**src/design/csr_macros.svh**
```systemverilog
`ifndef CSR_MACROS_SVH
`define CSR_MACROS_SVH

// Data path width of the CSR unit
`define CSR_XLEN 32

// MIE set and MPP at machine mode out of reset
`define MSTATUS_RESET 32'h0000_1808

// Bits 0, 1, 3, 4, 5, 7, 8, 11 and 12 are writable
`define MSTATUS_WMASK 32'h0000_19BB

// Trap vector base after reset
`define MTVEC_RESET 32'h0000_0100

`endif

```
**src/design/csr_pkg.sv**
```systemverilog
package csr_pkg;

    // SYSTEM opcode and funct3 encodings
    localparam logic [6:0]  OPC_SYSTEM = 7'b111_0011;
    localparam logic [2:0]  F3_PRIV    = 3'b000;
    localparam logic [2:0]  F3_CSRRW   = 3'b001;
    localparam logic [2:0]  F3_CSRRS   = 3'b010;
    localparam logic [2:0]  F3_CSRRC   = 3'b011;
    localparam logic [2:0]  F3_CSRRWI  = 3'b101;
    localparam logic [2:0]  F3_CSRRSI  = 3'b110;
    localparam logic [2:0]  F3_CSRRCI  = 3'b111;
    localparam logic [11:0] F12_MRET   = 12'h302;

    // CSR view of a SYSTEM word, rs1 doubles as uimm
    typedef struct packed {
        logic [11:0] addr;
        logic [4:0]  uimm;
        logic [2:0]  funct3;
        logic [4:0]  rd;
        logic [6:0]  opcode;
    } csr_fmt_t;

    // Privileged view, funct12 picks MRET
    typedef struct packed {
        logic [11:0] funct12;
        logic [4:0]  rs1;
        logic [2:0]  funct3;
        logic [4:0]  rd;
        logic [6:0]  opcode;
    } priv_fmt_t;

    typedef union packed {
        csr_fmt_t  csr;
        priv_fmt_t sys;
    } sys_insn_u;

    // Implemented machine-mode CSRs
    typedef enum logic [11:0] {
        CSR_MSTATUS  = 12'h300,
        CSR_MTVEC    = 12'h305,
        CSR_MSCRATCH = 12'h340,
        CSR_MEPC     = 12'h341,
        CSR_MCAUSE   = 12'h342
    } csr_addr_e;

    typedef enum logic [2:0] {
        KIND_NONE,
        KIND_WRITE,
        KIND_SET,
        KIND_CLEAR,
        KIND_MRET,
        KIND_ILLEGAL
    } csr_kind_e;

    // One decoded request, operand is rs1 or zero-extended uimm
    typedef struct packed {
        logic        valid;
        csr_kind_e   kind;
        logic [11:0] addr;
        logic [31:0] operand;
        logic        wr_en;
    } csr_op_t;

endpackage

```
**src/design/priv_pkg.sv**
```systemverilog
package priv_pkg;

    // Only user and machine modes exist
    typedef enum logic [1:0] {
        PRIV_USER    = 2'b00,
        PRIV_MACHINE = 2'b11
    } priv_e;

    // Architectural mstatus layout, unimplemented fields read zero
    typedef struct packed {
        logic [18:0] rsv31_13;
        priv_e       mpp;
        logic [1:0]  rsv10_9;
        logic        spp;
        logic        mpie;
        logic        rsv6;
        logic        spie;
        logic        upie;
        logic        mie;
        logic        rsv2;
        logic        sie;
        logic        uie;
    } mstatus_t;

    // Synchronous exception entry
    typedef struct packed {
        logic        valid;
        logic [31:0] cause;
        logic [31:0] pc;
    } trap_t;

    // What mstatus does this cycle, chosen in the CSR file
    typedef enum logic [1:0] {
        MST_HOLD,
        MST_TRAP,
        MST_MRET,
        MST_WRITE
    } mstatus_cmd_e;

    // Fetch redirect on trap entry or MRET
    typedef struct packed {
        logic        valid;
        logic [31:0] pc;
    } redirect_t;

    typedef struct packed {
        logic        valid;
        logic        illegal;
        logic [31:0] rdata;
    } csr_rsp_t;

endpackage

```
**src/design/csr_decoder.sv**
```systemverilog
`timescale 1ns/1ps
`include "csr_macros.svh"

module csr_decoder
    import csr_pkg::*;
    import priv_pkg::*;
(
    input  logic                 clk,
    input  logic                 rst_n,
    input  logic                 req_valid,
    input  sys_insn_u            req_insn,
    input  logic [`CSR_XLEN-1:0] req_rs1,
    input  priv_e                priv,
    output csr_op_t              op
);

    csr_op_t op_d;
    logic    addr_ok;
    logic    is_csr;
    logic    rs1_zero;

    // Known machine-mode addresses
    always_comb begin
        case (req_insn.csr.addr)
            CSR_MSTATUS, CSR_MTVEC, CSR_MSCRATCH, CSR_MEPC, CSR_MCAUSE: addr_ok = 1'b1;
            default: addr_ok = 1'b0;
        endcase
    end

    // A zero rs1 field makes set and clear read-only
    assign rs1_zero = (req_insn.csr.uimm == 5'd0);

    always_comb begin
        op_d      = '0;
        is_csr    = 1'b1;
        op_d.addr = req_insn.csr.addr;
        // Immediate forms have funct3 bit 2 set
        if (req_insn.csr.funct3[2]) begin
            op_d.operand = {{(`CSR_XLEN-5){1'b0}}, req_insn.csr.uimm};
        end else begin
            op_d.operand = req_rs1;
        end
        case (req_insn.csr.funct3)
            F3_CSRRW, F3_CSRRWI: begin
                op_d.kind  = KIND_WRITE;
                op_d.wr_en = 1'b1;
            end
            F3_CSRRS, F3_CSRRSI: begin
                op_d.kind  = KIND_SET;
                op_d.wr_en = !rs1_zero;
            end
            F3_CSRRC, F3_CSRRCI: begin
                op_d.kind  = KIND_CLEAR;
                op_d.wr_en = !rs1_zero;
            end
            F3_PRIV: begin
                is_csr = 1'b0;
                // MRET needs rs1 and rd both zero
                if (req_insn.sys.funct12 == F12_MRET && req_insn.sys.rs1 == 5'd0 &&
                    req_insn.sys.rd == 5'd0) begin
                    op_d.kind = KIND_MRET;
                end else begin
                    op_d.kind = KIND_ILLEGAL;
                end
            end
            default: begin
                is_csr    = 1'b0;
                op_d.kind = KIND_ILLEGAL;
            end
        endcase
        // Wrong opcode, user mode or unknown CSR all trap out as illegal
        if (req_insn.csr.opcode != OPC_SYSTEM || priv == PRIV_USER || (is_csr && !addr_ok)) begin
            op_d.kind  = KIND_ILLEGAL;
            op_d.wr_en = 1'b0;
        end
        op_d.valid = req_valid;
        if (!req_valid) begin
            op_d.kind  = KIND_NONE;
            op_d.wr_en = 1'b0;
        end
    end

    // One-deep buffer toward the register blocks
    always_ff @(posedge clk or negedge rst_n) begin
        if (!rst_n) begin
            op <= '0;
        end else begin
            op <= op_d;
        end
    end

endmodule

```
**src/design/csr_file.sv**
```systemverilog
`timescale 1ns/1ps
`include "csr_macros.svh"

module csr_file
    import csr_pkg::*;
    import priv_pkg::*;
(
    input  logic                 clk,
    input  logic                 rst_n,
    input  csr_op_t              op,
    input  trap_t                trap,
    input  mstatus_t             mstatus,
    output mstatus_cmd_e         mst_cmd,
    output logic [`CSR_XLEN-1:0] mst_wdata,
    output csr_rsp_t             rsp,
    output redirect_t            redir
);

    logic [`CSR_XLEN-1:0] mtvec;
    logic [`CSR_XLEN-1:0] mscratch;
    logic [`CSR_XLEN-1:0] mepc;
    logic [`CSR_XLEN-1:0] mcause;
    logic [`CSR_XLEN-1:0] old_val;
    logic [`CSR_XLEN-1:0] new_val;
    logic                 op_live;
    logic                 do_write;
    logic                 is_mret;

    // A trap in the same cycle swallows the op
    assign op_live  = op.valid && !trap.valid;
    assign do_write = op_live && op.wr_en;
    assign is_mret  = op_live && (op.kind == KIND_MRET);

    // Old value, already holding last cycle's write
    always_comb begin
        case (op.addr)
            CSR_MSTATUS:  old_val = mstatus;
            CSR_MTVEC:    old_val = mtvec;
            CSR_MSCRATCH: old_val = mscratch;
            CSR_MEPC:     old_val = mepc;
            CSR_MCAUSE:   old_val = mcause;
            default:      old_val = '0;
        endcase
    end

    // Read-modify-write
    always_comb begin
        case (op.kind)
            KIND_WRITE: new_val = op.operand;
            KIND_SET:   new_val = old_val | op.operand;
            KIND_CLEAR: new_val = old_val & ~op.operand;
            default:    new_val = old_val;
        endcase
    end

    // Trap wins over MRET, MRET over a write
    always_comb begin
        if (trap.valid) begin
            mst_cmd = MST_TRAP;
        end else if (is_mret) begin
            mst_cmd = MST_MRET;
        end else if (do_write && op.addr == CSR_MSTATUS) begin
            mst_cmd = MST_WRITE;
        end else begin
            mst_cmd = MST_HOLD;
        end
    end

    assign mst_wdata = new_val;

    always_ff @(posedge clk or negedge rst_n) begin
        if (!rst_n) begin
            mtvec    <= `MTVEC_RESET;
            mscratch <= '0;
            mepc     <= '0;
            mcause   <= '0;
        end else if (trap.valid) begin
            // Word-aligned return address
            mepc   <= {trap.pc[`CSR_XLEN-1:2], 2'b00};
            mcause <= trap.cause;
        end else if (do_write) begin
            case (op.addr)
                CSR_MTVEC:    mtvec <= {new_val[`CSR_XLEN-1:2], 2'b00};
                CSR_MSCRATCH: mscratch <= new_val;
                CSR_MEPC:     mepc <= {new_val[`CSR_XLEN-1:2], 2'b00};
                CSR_MCAUSE:   mcause <= new_val;
                default:      mscratch <= mscratch;
            endcase
        end
    end

    // Response and redirect leave together, two cycles after the request
    always_ff @(posedge clk or negedge rst_n) begin
        if (!rst_n) begin
            rsp   <= '0;
            redir <= '0;
        end else begin
            rsp.valid   <= op_live;
            rsp.illegal <= (op.kind == KIND_ILLEGAL);
            // Illegal ops return zero
            rsp.rdata   <= (op.kind == KIND_ILLEGAL) ? '0 : old_val;
            if (trap.valid) begin
                redir.valid <= 1'b1;
                redir.pc    <= mtvec;
            end else if (is_mret) begin
                redir.valid <= 1'b1;
                redir.pc    <= mepc;
            end else begin
                redir.valid <= 1'b0;
                redir.pc    <= redir.pc;
            end
        end
    end

endmodule

```
**src/design/csr_unit.sv**
```systemverilog
`timescale 1ns/1ps

module csr_unit
    import csr_pkg::*;
    import priv_pkg::*;
(
    input  logic        clk,
    input  logic        rst_n,
    input  logic        req_valid,
    input  sys_insn_u   req_insn,
    input  logic [31:0] req_rs1,
    input  trap_t       trap,
    output csr_rsp_t    rsp,
    output redirect_t   redir,
    output priv_e       priv,
    output mstatus_t    mstatus
);

    // Decoded op, one cycle after the request
    csr_op_t      op;
    mstatus_cmd_e mst_cmd;
    logic [31:0]  mst_wdata;

    csr_decoder u_decoder (
        .clk       (clk),
        .rst_n     (rst_n),
        .req_valid (req_valid),
        .req_insn  (req_insn),
        .req_rs1   (req_rs1),
        .priv      (priv),
        .op        (op)
    );

    // Owns command priority and the four plain CSRs
    csr_file u_csr_file (
        .clk       (clk),
        .rst_n     (rst_n),
        .op        (op),
        .trap      (trap),
        .mstatus   (mstatus),
        .mst_cmd   (mst_cmd),
        .mst_wdata (mst_wdata),
        .rsp       (rsp),
        .redir     (redir)
    );

    mstatus_reg u_mstatus (
        .clk       (clk),
        .rst_n     (rst_n),
        .mst_cmd   (mst_cmd),
        .mst_wdata (mst_wdata),
        .priv      (priv),
        .mstatus   (mstatus)
    );

endmodule

```
**src/design/mstatus_reg.sv**
```systemverilog
`timescale 1ns/1ps
`include "csr_macros.svh"

module mstatus_reg
    import priv_pkg::*;
(
    input  logic                 clk,
    input  logic                 rst_n,
    input  mstatus_cmd_e         mst_cmd,
    input  logic [`CSR_XLEN-1:0] mst_wdata,
    output priv_e                priv,
    output mstatus_t             mstatus
);

    mstatus_t             mst_q;
    mstatus_t             mst_d;
    priv_e                priv_q;
    priv_e                priv_d;
    logic [`CSR_XLEN-1:0] wr_word;

    // Only implemented bits survive a write
    assign wr_word = mst_wdata & `MSTATUS_WMASK;

    always_comb begin
        mst_d  = mst_q;
        priv_d = priv_q;
        case (mst_cmd)
            MST_TRAP: begin
                // Stack MIE and the old mode, run handler in machine mode
                mst_d.mpie = mst_q.mie;
                mst_d.mie  = 1'b0;
                mst_d.mpp  = priv_q;
                priv_d     = PRIV_MACHINE;
            end
            MST_MRET: begin
                // Pop the stack, MPP falls to the lowest mode
                mst_d.mie  = mst_q.mpie;
                mst_d.mpie = 1'b1;
                priv_d     = mst_q.mpp;
                mst_d.mpp  = PRIV_USER;
            end
            MST_WRITE: begin
                mst_d = mstatus_t'(wr_word);
                // Supervisor and reserved MPP codes land in user mode
                if (wr_word[12:11] == 2'b11) begin
                    mst_d.mpp = PRIV_MACHINE;
                end else begin
                    mst_d.mpp = PRIV_USER;
                end
            end
            default: begin
                mst_d  = mst_q;
                priv_d = priv_q;
            end
        endcase
    end

    always_ff @(posedge clk or negedge rst_n) begin
        if (!rst_n) begin
            mst_q  <= mstatus_t'(`MSTATUS_RESET);
            priv_q <= PRIV_MACHINE;
        end else begin
            mst_q  <= mst_d;
            priv_q <= priv_d;
        end
    end

    assign mstatus = mst_q;
    assign priv    = priv_q;

endmodule

```
**config.mk**
```make
export PLATFORM = sky130hd
export DESIGN_NAME = csr_unit
export DESIGN_NICKNAME = d
export VERILOG_FILES = /design/src/design/csr_pkg.sv /design/src/design/priv_pkg.sv /design/src/design/csr_decoder.sv /design/src/design/csr_file.sv /design/src/design/csr_unit.sv /design/src/design/mstatus_reg.sv
export VERILOG_INCLUDE_DIRS = /design/src /design/src/design
export SDC_FILE = /design/constraint.sdc
export NUM_CORES = 1
export LEC_CHECK = 0
export BUFFER_PORTS_ARGS = -buffer_cell sky130_fd_sc_hd__clkbuf_2
export CAP_MARGIN = 15
export CELL_PAD_IN_SITES_DETAIL_PLACEMENT = 2
export CELL_PAD_IN_SITES_GLOBAL_PLACEMENT = 2
export CORE_AREA = 2 2 200 182
export DETAILED_ROUTE_END_ITERATION = 10
export DIE_AREA = 0 0 202 184
export PLACE_DENSITY = 0.78
export SLEW_MARGIN = 20
export SYNTH_ARGS = -nofsm -noshare
export SYNTH_HDL_FRONTEND = slang
export SYNTH_SLANG_ARGS = --single-unit
```
**constraint.sdc**
```tcl
create_clock -name clk -period 2.6 [get_ports clk]
set_input_delay 0.13 -clock clk [delete_from_list [all_inputs] [get_ports clk]]
set_output_delay 0.13 -clock clk [all_outputs]
set_load 0.005 [all_outputs]
```
==> impl_results.md, run 1 <==
* Pleak at 7.30 nW
* Htree depth at 1
* Maximum vdd drop at between 0.0004 and 0.0005 V
* Vias in the first global route at 12.5k
* CP Data Arrival Time at 3010 ps
* Status: complete, no violations
* FF+latch count, synth at 249
* Core Region at ~35000 sq um
* Worst Path Max Fanout at 11
* Layout Nets at between 1.5k and 2k
* Seq/Total Area, Yosys at 52.8%
* CTS tree: yes
* Starting Density at 33.9%
* Post-route ant nets at 0
* Max reg flops at 49
* Layout Utilization at 45.9%
* Largest reg by FF count: u_decoder.op
* Cts bufs inserted at 28
* Relative slew slack at 44.4%
* Largest area contributor in the netlist: dfrtp_1
* Total GRT Usage at 27.9%
* Initial antenna violation count at 3
* Share of power burned in the clock network at 44.3%
* CP startpoint kind: register
* Post-Synthesis Cell Area at 11800 sq um
* Count leader, synth: dfrtp_1
* I/O Buffers at between 200 and 250
* DRT iter0 DRCs at ~880
* Sequential power share at between 40% and 50%
* Synth async-reset ratio at 100%
* DR WL/cell at 26.0 um
* Vias at ~12k
* Final GP Congestion at 0.857
* CP Data Required Time at ~3000 ps
* Standard-cell rows at 65
* Fill cells at 3644
* # Max-Cap Violations at 0
* Multi-input gate area at 5100 sq um
* FMAX at between 300 and 400 MHz
* Seq. cell area at 6240 sq um
* Top Registers: u_decoder.op x49, u_csr_file.rsp x34
* Layout cells sized above 1 at between 20% and 30%
* Area share of the largest cell type after synthesis at about half
* Residual DRC count at 0
* Aggregate routed wire length at approximately 53 mm
* Pwr Density at 589 nW/um^2
* Total gr overflow at 0
* Dpl hpwl at 33.5 mm
* IO Pins at 233
* Worst Tran Pin Value at 834 ps
* CTS max path bufs at 3
* Min-Delay Path Class: in2reg
* Internal at approximately 0.007 W
* Gate Count Post-Synth at around 1.2k
* Vias per cell at 5.62
* Yosys warnings at 0
* CTS clk-pin slew, worst paths at 70 ps
* Logic gate share of total power at 11.1%
* WS Path Type: reg2reg
* Final hold violations at 0
* Die width at 202 um
* Post-synth EDFFs at 0
* Post-synth cell types at 65
* CP Capture Type: register
* DRT Pass-1 Iters at 5
* Worst skew pair latency at about 560 ps
* Pin count of the biggest net entering global routing at 137
* DIE AREA at 37200 sq um
* First-pass GRT wire length at 79.0 mm
* CTS root buf: clkbuf_16
* Post-synth top flop: dfrtp_1
* Most common library cells after synthesis: 243 x dfrtp_1, 188 x nand2_1, 97 x o21ai_0
* Max-slew violations at 0
* Main area contributors after synthesis: dfrtp_1 51%, nand2_1 6.0%, o21ai_0 4.1%
* Die Ht at about 180 um
* Avg Inst Size Synth at 9.84 sq um
* P_sw at 0.00249 W
* Worst Clk Skew at 21.1 ps
* Sw frac at 26.4%
* Overall Power at 0.00942 W
* Area delta synth->final at 35.4%
* Crit path time final at 2580 ps
* CTS Sinks at roughly 250
* Final Setup Violations at 0
* Crit share post-route at ~99%
## placed cells by master (no fill, tap or decap), drive strengths merged, types with 11 or more instances in the layout
cell and instances:
nand2 188, a22oi 55, nor2 73, and3 11, nand2b 11, o21ai 106
dlygate4sd3 122, a21oi 57, a221o 11, nor3b 28, dfrtp 243, nand3 21
a221oi 23, conb 25, a31oi 14, a22o 21, mux2 35, buf 92
nor2b 44, inv 22, o221ai 11, clkbuf 244
## per-stage QoR
step | hold slack [ps] | cell area [sq um] | std cells | worst slack (ps) | TNS [ps]
floorplan | -166 | 11900 | 1225 | 237 | 0
global placement | 128 | 13700 | 1868 | 74.7 | 0
detailed placement | 141 | 13700 | 1868 | -132 | -495
CTS | 98.7 | 15900 | 2041 | 40.7 | 0
global route | 128 | 16000 | 2048 | -73.7 | -281
finish | 94.2 | 16000 | 2048 | 19.6 | 0
## final timing paths
check	from	to	slack, ps	cells past startpoint
worst max-delay path	u_decoder.op[34]$_DFF_PN0_	u_csr_file.mcause[30]$_DFFE_PN0P_	20	7
worst min-delay path	req_insn[14]	u_decoder.op[30]$_DFF_PN0_	90	3
worst max register to register	u_decoder.op[34]$_DFF_PN0_	u_csr_file.mcause[30]$_DFFE_PN0P_	20	7
worst min register to register	u_csr_file.redir[30]$_DFFE_PN0P_	u_csr_file.redir[30]$_DFFE_PN0P_	470	2
max in group asynchronous	rst_n	u_mstatus.mstatus[11]$_DFFE_PN1P_	1620	3
min in group asynchronous	rst_n	u_decoder.op[44]$_DFF_PN0_	130	2
## power groups by stage
stage	combinational (W)	sequential, W	clock (W)
floorplan	0.000431	0.00418	0
global placement	0.000795	0.00424	0
detailed placement	0.000831	0.00425	0
CTS	0.00100	0.00418	0.00416
global route	0.00114	0.00421	0.00435
finish	0.00105	0.00420	0.00417
## critical path: stages, from the launching register on
cell	delay (ps)
dfrtp_2	400
buf_6	170
mux2_2	370
a222oi_1	550
buf_4	220
a2bb2oi_1	220
a221oi_2	120
a221o_1	400
## timing repair
| item | in CTS | in global routing |
|---|---|---|
| pin swaps | 1 | 9 |
| endpoints found under the hold margin | 176 | 0 |
| endpoints found under the setup margin | 19 | 62 |
| setup buffers | 0 | 5 |
| resized for setup | 5 | 28 |
| hold buffers | 122 | 0 |
## area by class of cell
type	count	share of cell area (%)
diodes	2	0.0313
repair buffers	417	19.1
flip-flops and latches	249	39.0
inverters	22	0.516
clock buffers	41	5.25
well taps	469	3.67
multi-input cells	838	31.9
clock inverters	10	0.625
## kinds of logic (layout without fill, tap and decap cells)
kind of cell               count (synthesis)  in the layout  synth area share [%]
and+or+nand+nor                          421            421                  17.6
DFF                                      249            249                  52.8
adders and majority gates                  4              4                 0.402
other                                      1             27                0.0317
xor gates and xnor gates                   1              1                0.0741
AOI/OAI and AO/OA                        346            346                  19.7
buffers and inverters                    138            490                  5.51
muxes                                     41             41                  3.84
## per-layer routing
metal / global-route usage [%] / up-vias / routed length, um
met4: 9.71 / 0 / 1840
met5: 0 / - / 0
li1: - / 4945 / -
met3: 5.65 / 103 / 3730
met1: 37.5 / 6000 / 22600
met2: 44.8 / 466 / 25100
Note: power is estimated with default switching activity, not from simulation.
==> inputs of run 2 (changes only) <==
==> constraint.sdc (replaced) <==
create_clock -name clk -period 2.81 [get_ports clk]
set_input_delay 0.1405 -clock clk [delete_from_list [all_inputs] [get_ports clk]]
set_output_delay 0.1405 -clock clk [all_outputs]
set_load 0.005 [all_outputs]
==> impl_results.md, run 2 (same netlist as run 1, synthesis figures left out) <==
* Status: finished, violations left
* Failing checks: negative hold slack
* Max reg flops at 49 (unchanged)
* Vias at 11.3k (-1.8%)
* Worst hold stages at 4 (+1)
* CTS max path bufs at 3 (unchanged)
* Starting Density at 33.9% (unchanged)
* IO Pins at 233 (unchanged)
* DRT iter0 DRCs at 896 (+2.2%)
* Total GRT Usage at 27.6% (-0.22 points)
* Pre-CTS WS at 122 ps (+254 ps)
* Global-route layer with the greatest usage: met2
* Dpl hpwl at 33.4 mm (-0.28%)
* Final hold violations at 1 (+1)
* Overall Power at 0.00859 W (-8.8%)
* Cts bufs inserted at 29 (+3.6%)
* Most frequent cells in the layout: 242 x dfrtp_1, 203 x clkbuf_2, 188 x nand2_1, 119 x dlygate4sd3_1, 95 x o21ai_0
* Vias per cell at 5.59 (-0.56%)
* Worst skew pair latency at 570 ps (about the same)
* Met3 usage at 4.25% (-1.4 points)
* CP Capture Type: register
* Core Region at 34900 sq um (unchanged)
* Maximum vdd drop at 0.000402 V (-18%)
* Pwr Density at 545 nW/um^2 (-7.4%)
* Area delta synth->final at 33.3%
* Grt met1 use at 38.5% (+1.0 points)
* Seq. cell area at 6240 sq um (about the same)
* Worst Tran Pin Value at 778 ps (-56.4 ps)
* Fill cells at 3640 (-0.11%)
* # Max-Cap Violations at 0 (unchanged)
* Pleak at 7.15 nW (-2.1%)
* I/O Buffers at 205 (unchanged)
* Worst Clk Skew at 16.2 ps (-4.90 ps)
* Relative slew slack at 47.6% (+3.2 points)
* Multi-input gate area at 5070 sq um (-0.54%)
* CTS clk-pin slew, worst paths at 60 ps (about the same)
* GR Layer Usage met2 at 44.1% (-0.71 points)
* Max-slew violations at 0 (unchanged)
* Vias in the first global route at 12.3k (-1.6%)
* CP startpoint kind: register
* Worst Path Max Fanout at 20 (+9)
* Final GP Congestion at 0.847 (-1.1%)
* Commonest non-fill, non-tap cell in the layout: dfrtp_1
* Final Setup Violations at 0 (unchanged)
* Htree depth at 1 (unchanged)
* DRT Pass-1 Iters at 5 (unchanged)
* Initial antenna violation count at 1 (-2)
* Aggregate routed wire length at 51.5 mm (-3.3%)
* First-pass GRT wire length at 78.3 mm (-0.80%)
* Crit path time final at 2770 ps (+185 ps)
* WS Path Type: reg2reg
* Die Ht at 184 um (unchanged)
* N_diodes at 0 (-2)
* CP Data Required Time at 3270 ps (+240 ps)
* Min-Delay Path Class: in2reg
* CP Data Arrival Time at 3230 ps (+220 ps)
* DIE AREA at 37200 sq um (unchanged)
* DR WL/cell at 25.5 um (-2.1%)
* Worst Slack Setup Final at 44.7 ps (+25.2 ps)
* Crit share post-route at 98.4% (-0.84 points)
* Standard-cell rows at 65 (unchanged)
* Fin Hold WS at -11.4 ps (-106 ps)
* Post-route ant nets at 0 (unchanged)
* Top Registers: u_decoder.op x49, u_csr_file.rsp x34
* Layout Nets at 1665 (-1.5%)
* CTS tree: yes
* Pin count of the biggest net entering global routing at 76 (-45%)
* Layout cells sized above 1 at 24.8% (-1.8 points)
* Reg2Reg Depth at 7 (unchanged)
* Die width at 202 um (unchanged)
* Residual DRC count at 0 (unchanged)
* CTS Sinks at 249 (unchanged)
* CTS root buf: clkbuf_16
* Total gr overflow at 0 (unchanged)
* Largest reg by FF count: u_decoder.op
* FMAX at 362 MHz (-6.7%)
## run 2: changes by cell type in the layout (fill, tap and decap cells not counted), moves of 3 or more
cell,change
a221oi_2,+4
a221oi_1,-3
o21ai_1,-5
dlygate4sd3_1,-3
clkbuf_1,+5
buf_4,-22
clkinv_2,-4
o21ai_0,+6
## run 2: layout make-up
class / count / share of cell area (%)
clock buffer: 46 / 5.46
multi-input combinational: 838 / 32.2
timing repair buffer: 390 / 18.0
inverter: 22 / 0.524
sequential: 249 / 39.6
tap: 469 / 3.73
clock inverter: 8 / 0.477
## run 2: worst max-delay path, cell delays in order (launching register included)
cell and delay [ps]:
dfrtp_2 520, buf_4 240, nor2b_1 280, buf_12 210, a22oi_1 80, o21ai_0 620
o21ai_1 400, o21ai_0 290
## run 2: worst paths after layout
check                      slack (ps)                               end                        startpoint
hold / removal                    -10         u_decoder.op[0]$_DFF_PN0_                       req_insn[0]
hold reg to reg                   480  u_csr_file.redir[16]$_DFFE_PN0P_  u_csr_file.redir[16]$_DFFE_PN0P_
setup / recovery                   40  u_csr_file.mtvec[16]$_DFFE_PN0P_        u_decoder.op[34]$_DFF_PN0_
setup reg to reg                   40  u_csr_file.mtvec[16]$_DFFE_PN0P_        u_decoder.op[34]$_DFF_PN0_
min in group asynchronous         140        u_decoder.op[38]$_DFF_PN0_                             rst_n
max in group asynchronous        1660  u_csr_file.redir[31]$_DFFE_PN0P_                             rst_n
## run 2: timing repair
item,CTS,global route
endpoints found under the setup margin,0,53
setup buffers,0,0
endpoints found under the hold margin,177,0
hold buffers,120,0
gates resized for setup,0,12
## run 2: metrics by stage
stage          instance area (sq um)  std cells  hold slack [ps]  util, %  TNS [ps]
2_1_floorplan                  11900       1225             -155        -         0
3_3_place_gp                   13600       1849              145     38.9         0
3_5_place_dp                   13600       1849              148     38.9         0
4_1_cts                        15700       2023             26.0     45.0         0
5_1_grt                        15800       2022             17.9     45.1     -44.5
6_report                       15800       2022            -11.4     45.1         0
## run 2: routing by layer
metal,part of all wire (%),up-vias
met5,0,-
met4,3.4,0
met3,6.2,116
met2,46,460
met1,45,5827
li1,-,4901
## run 2: report_power, final
group	switching (W)	internal [W]	total, W
logic	0.000521	0.000412	0.000933
clock network	0.00159	0.00218	0.00377
registers	0.000150	0.00373	0.00388
total	0.00226	0.00633	0.00859
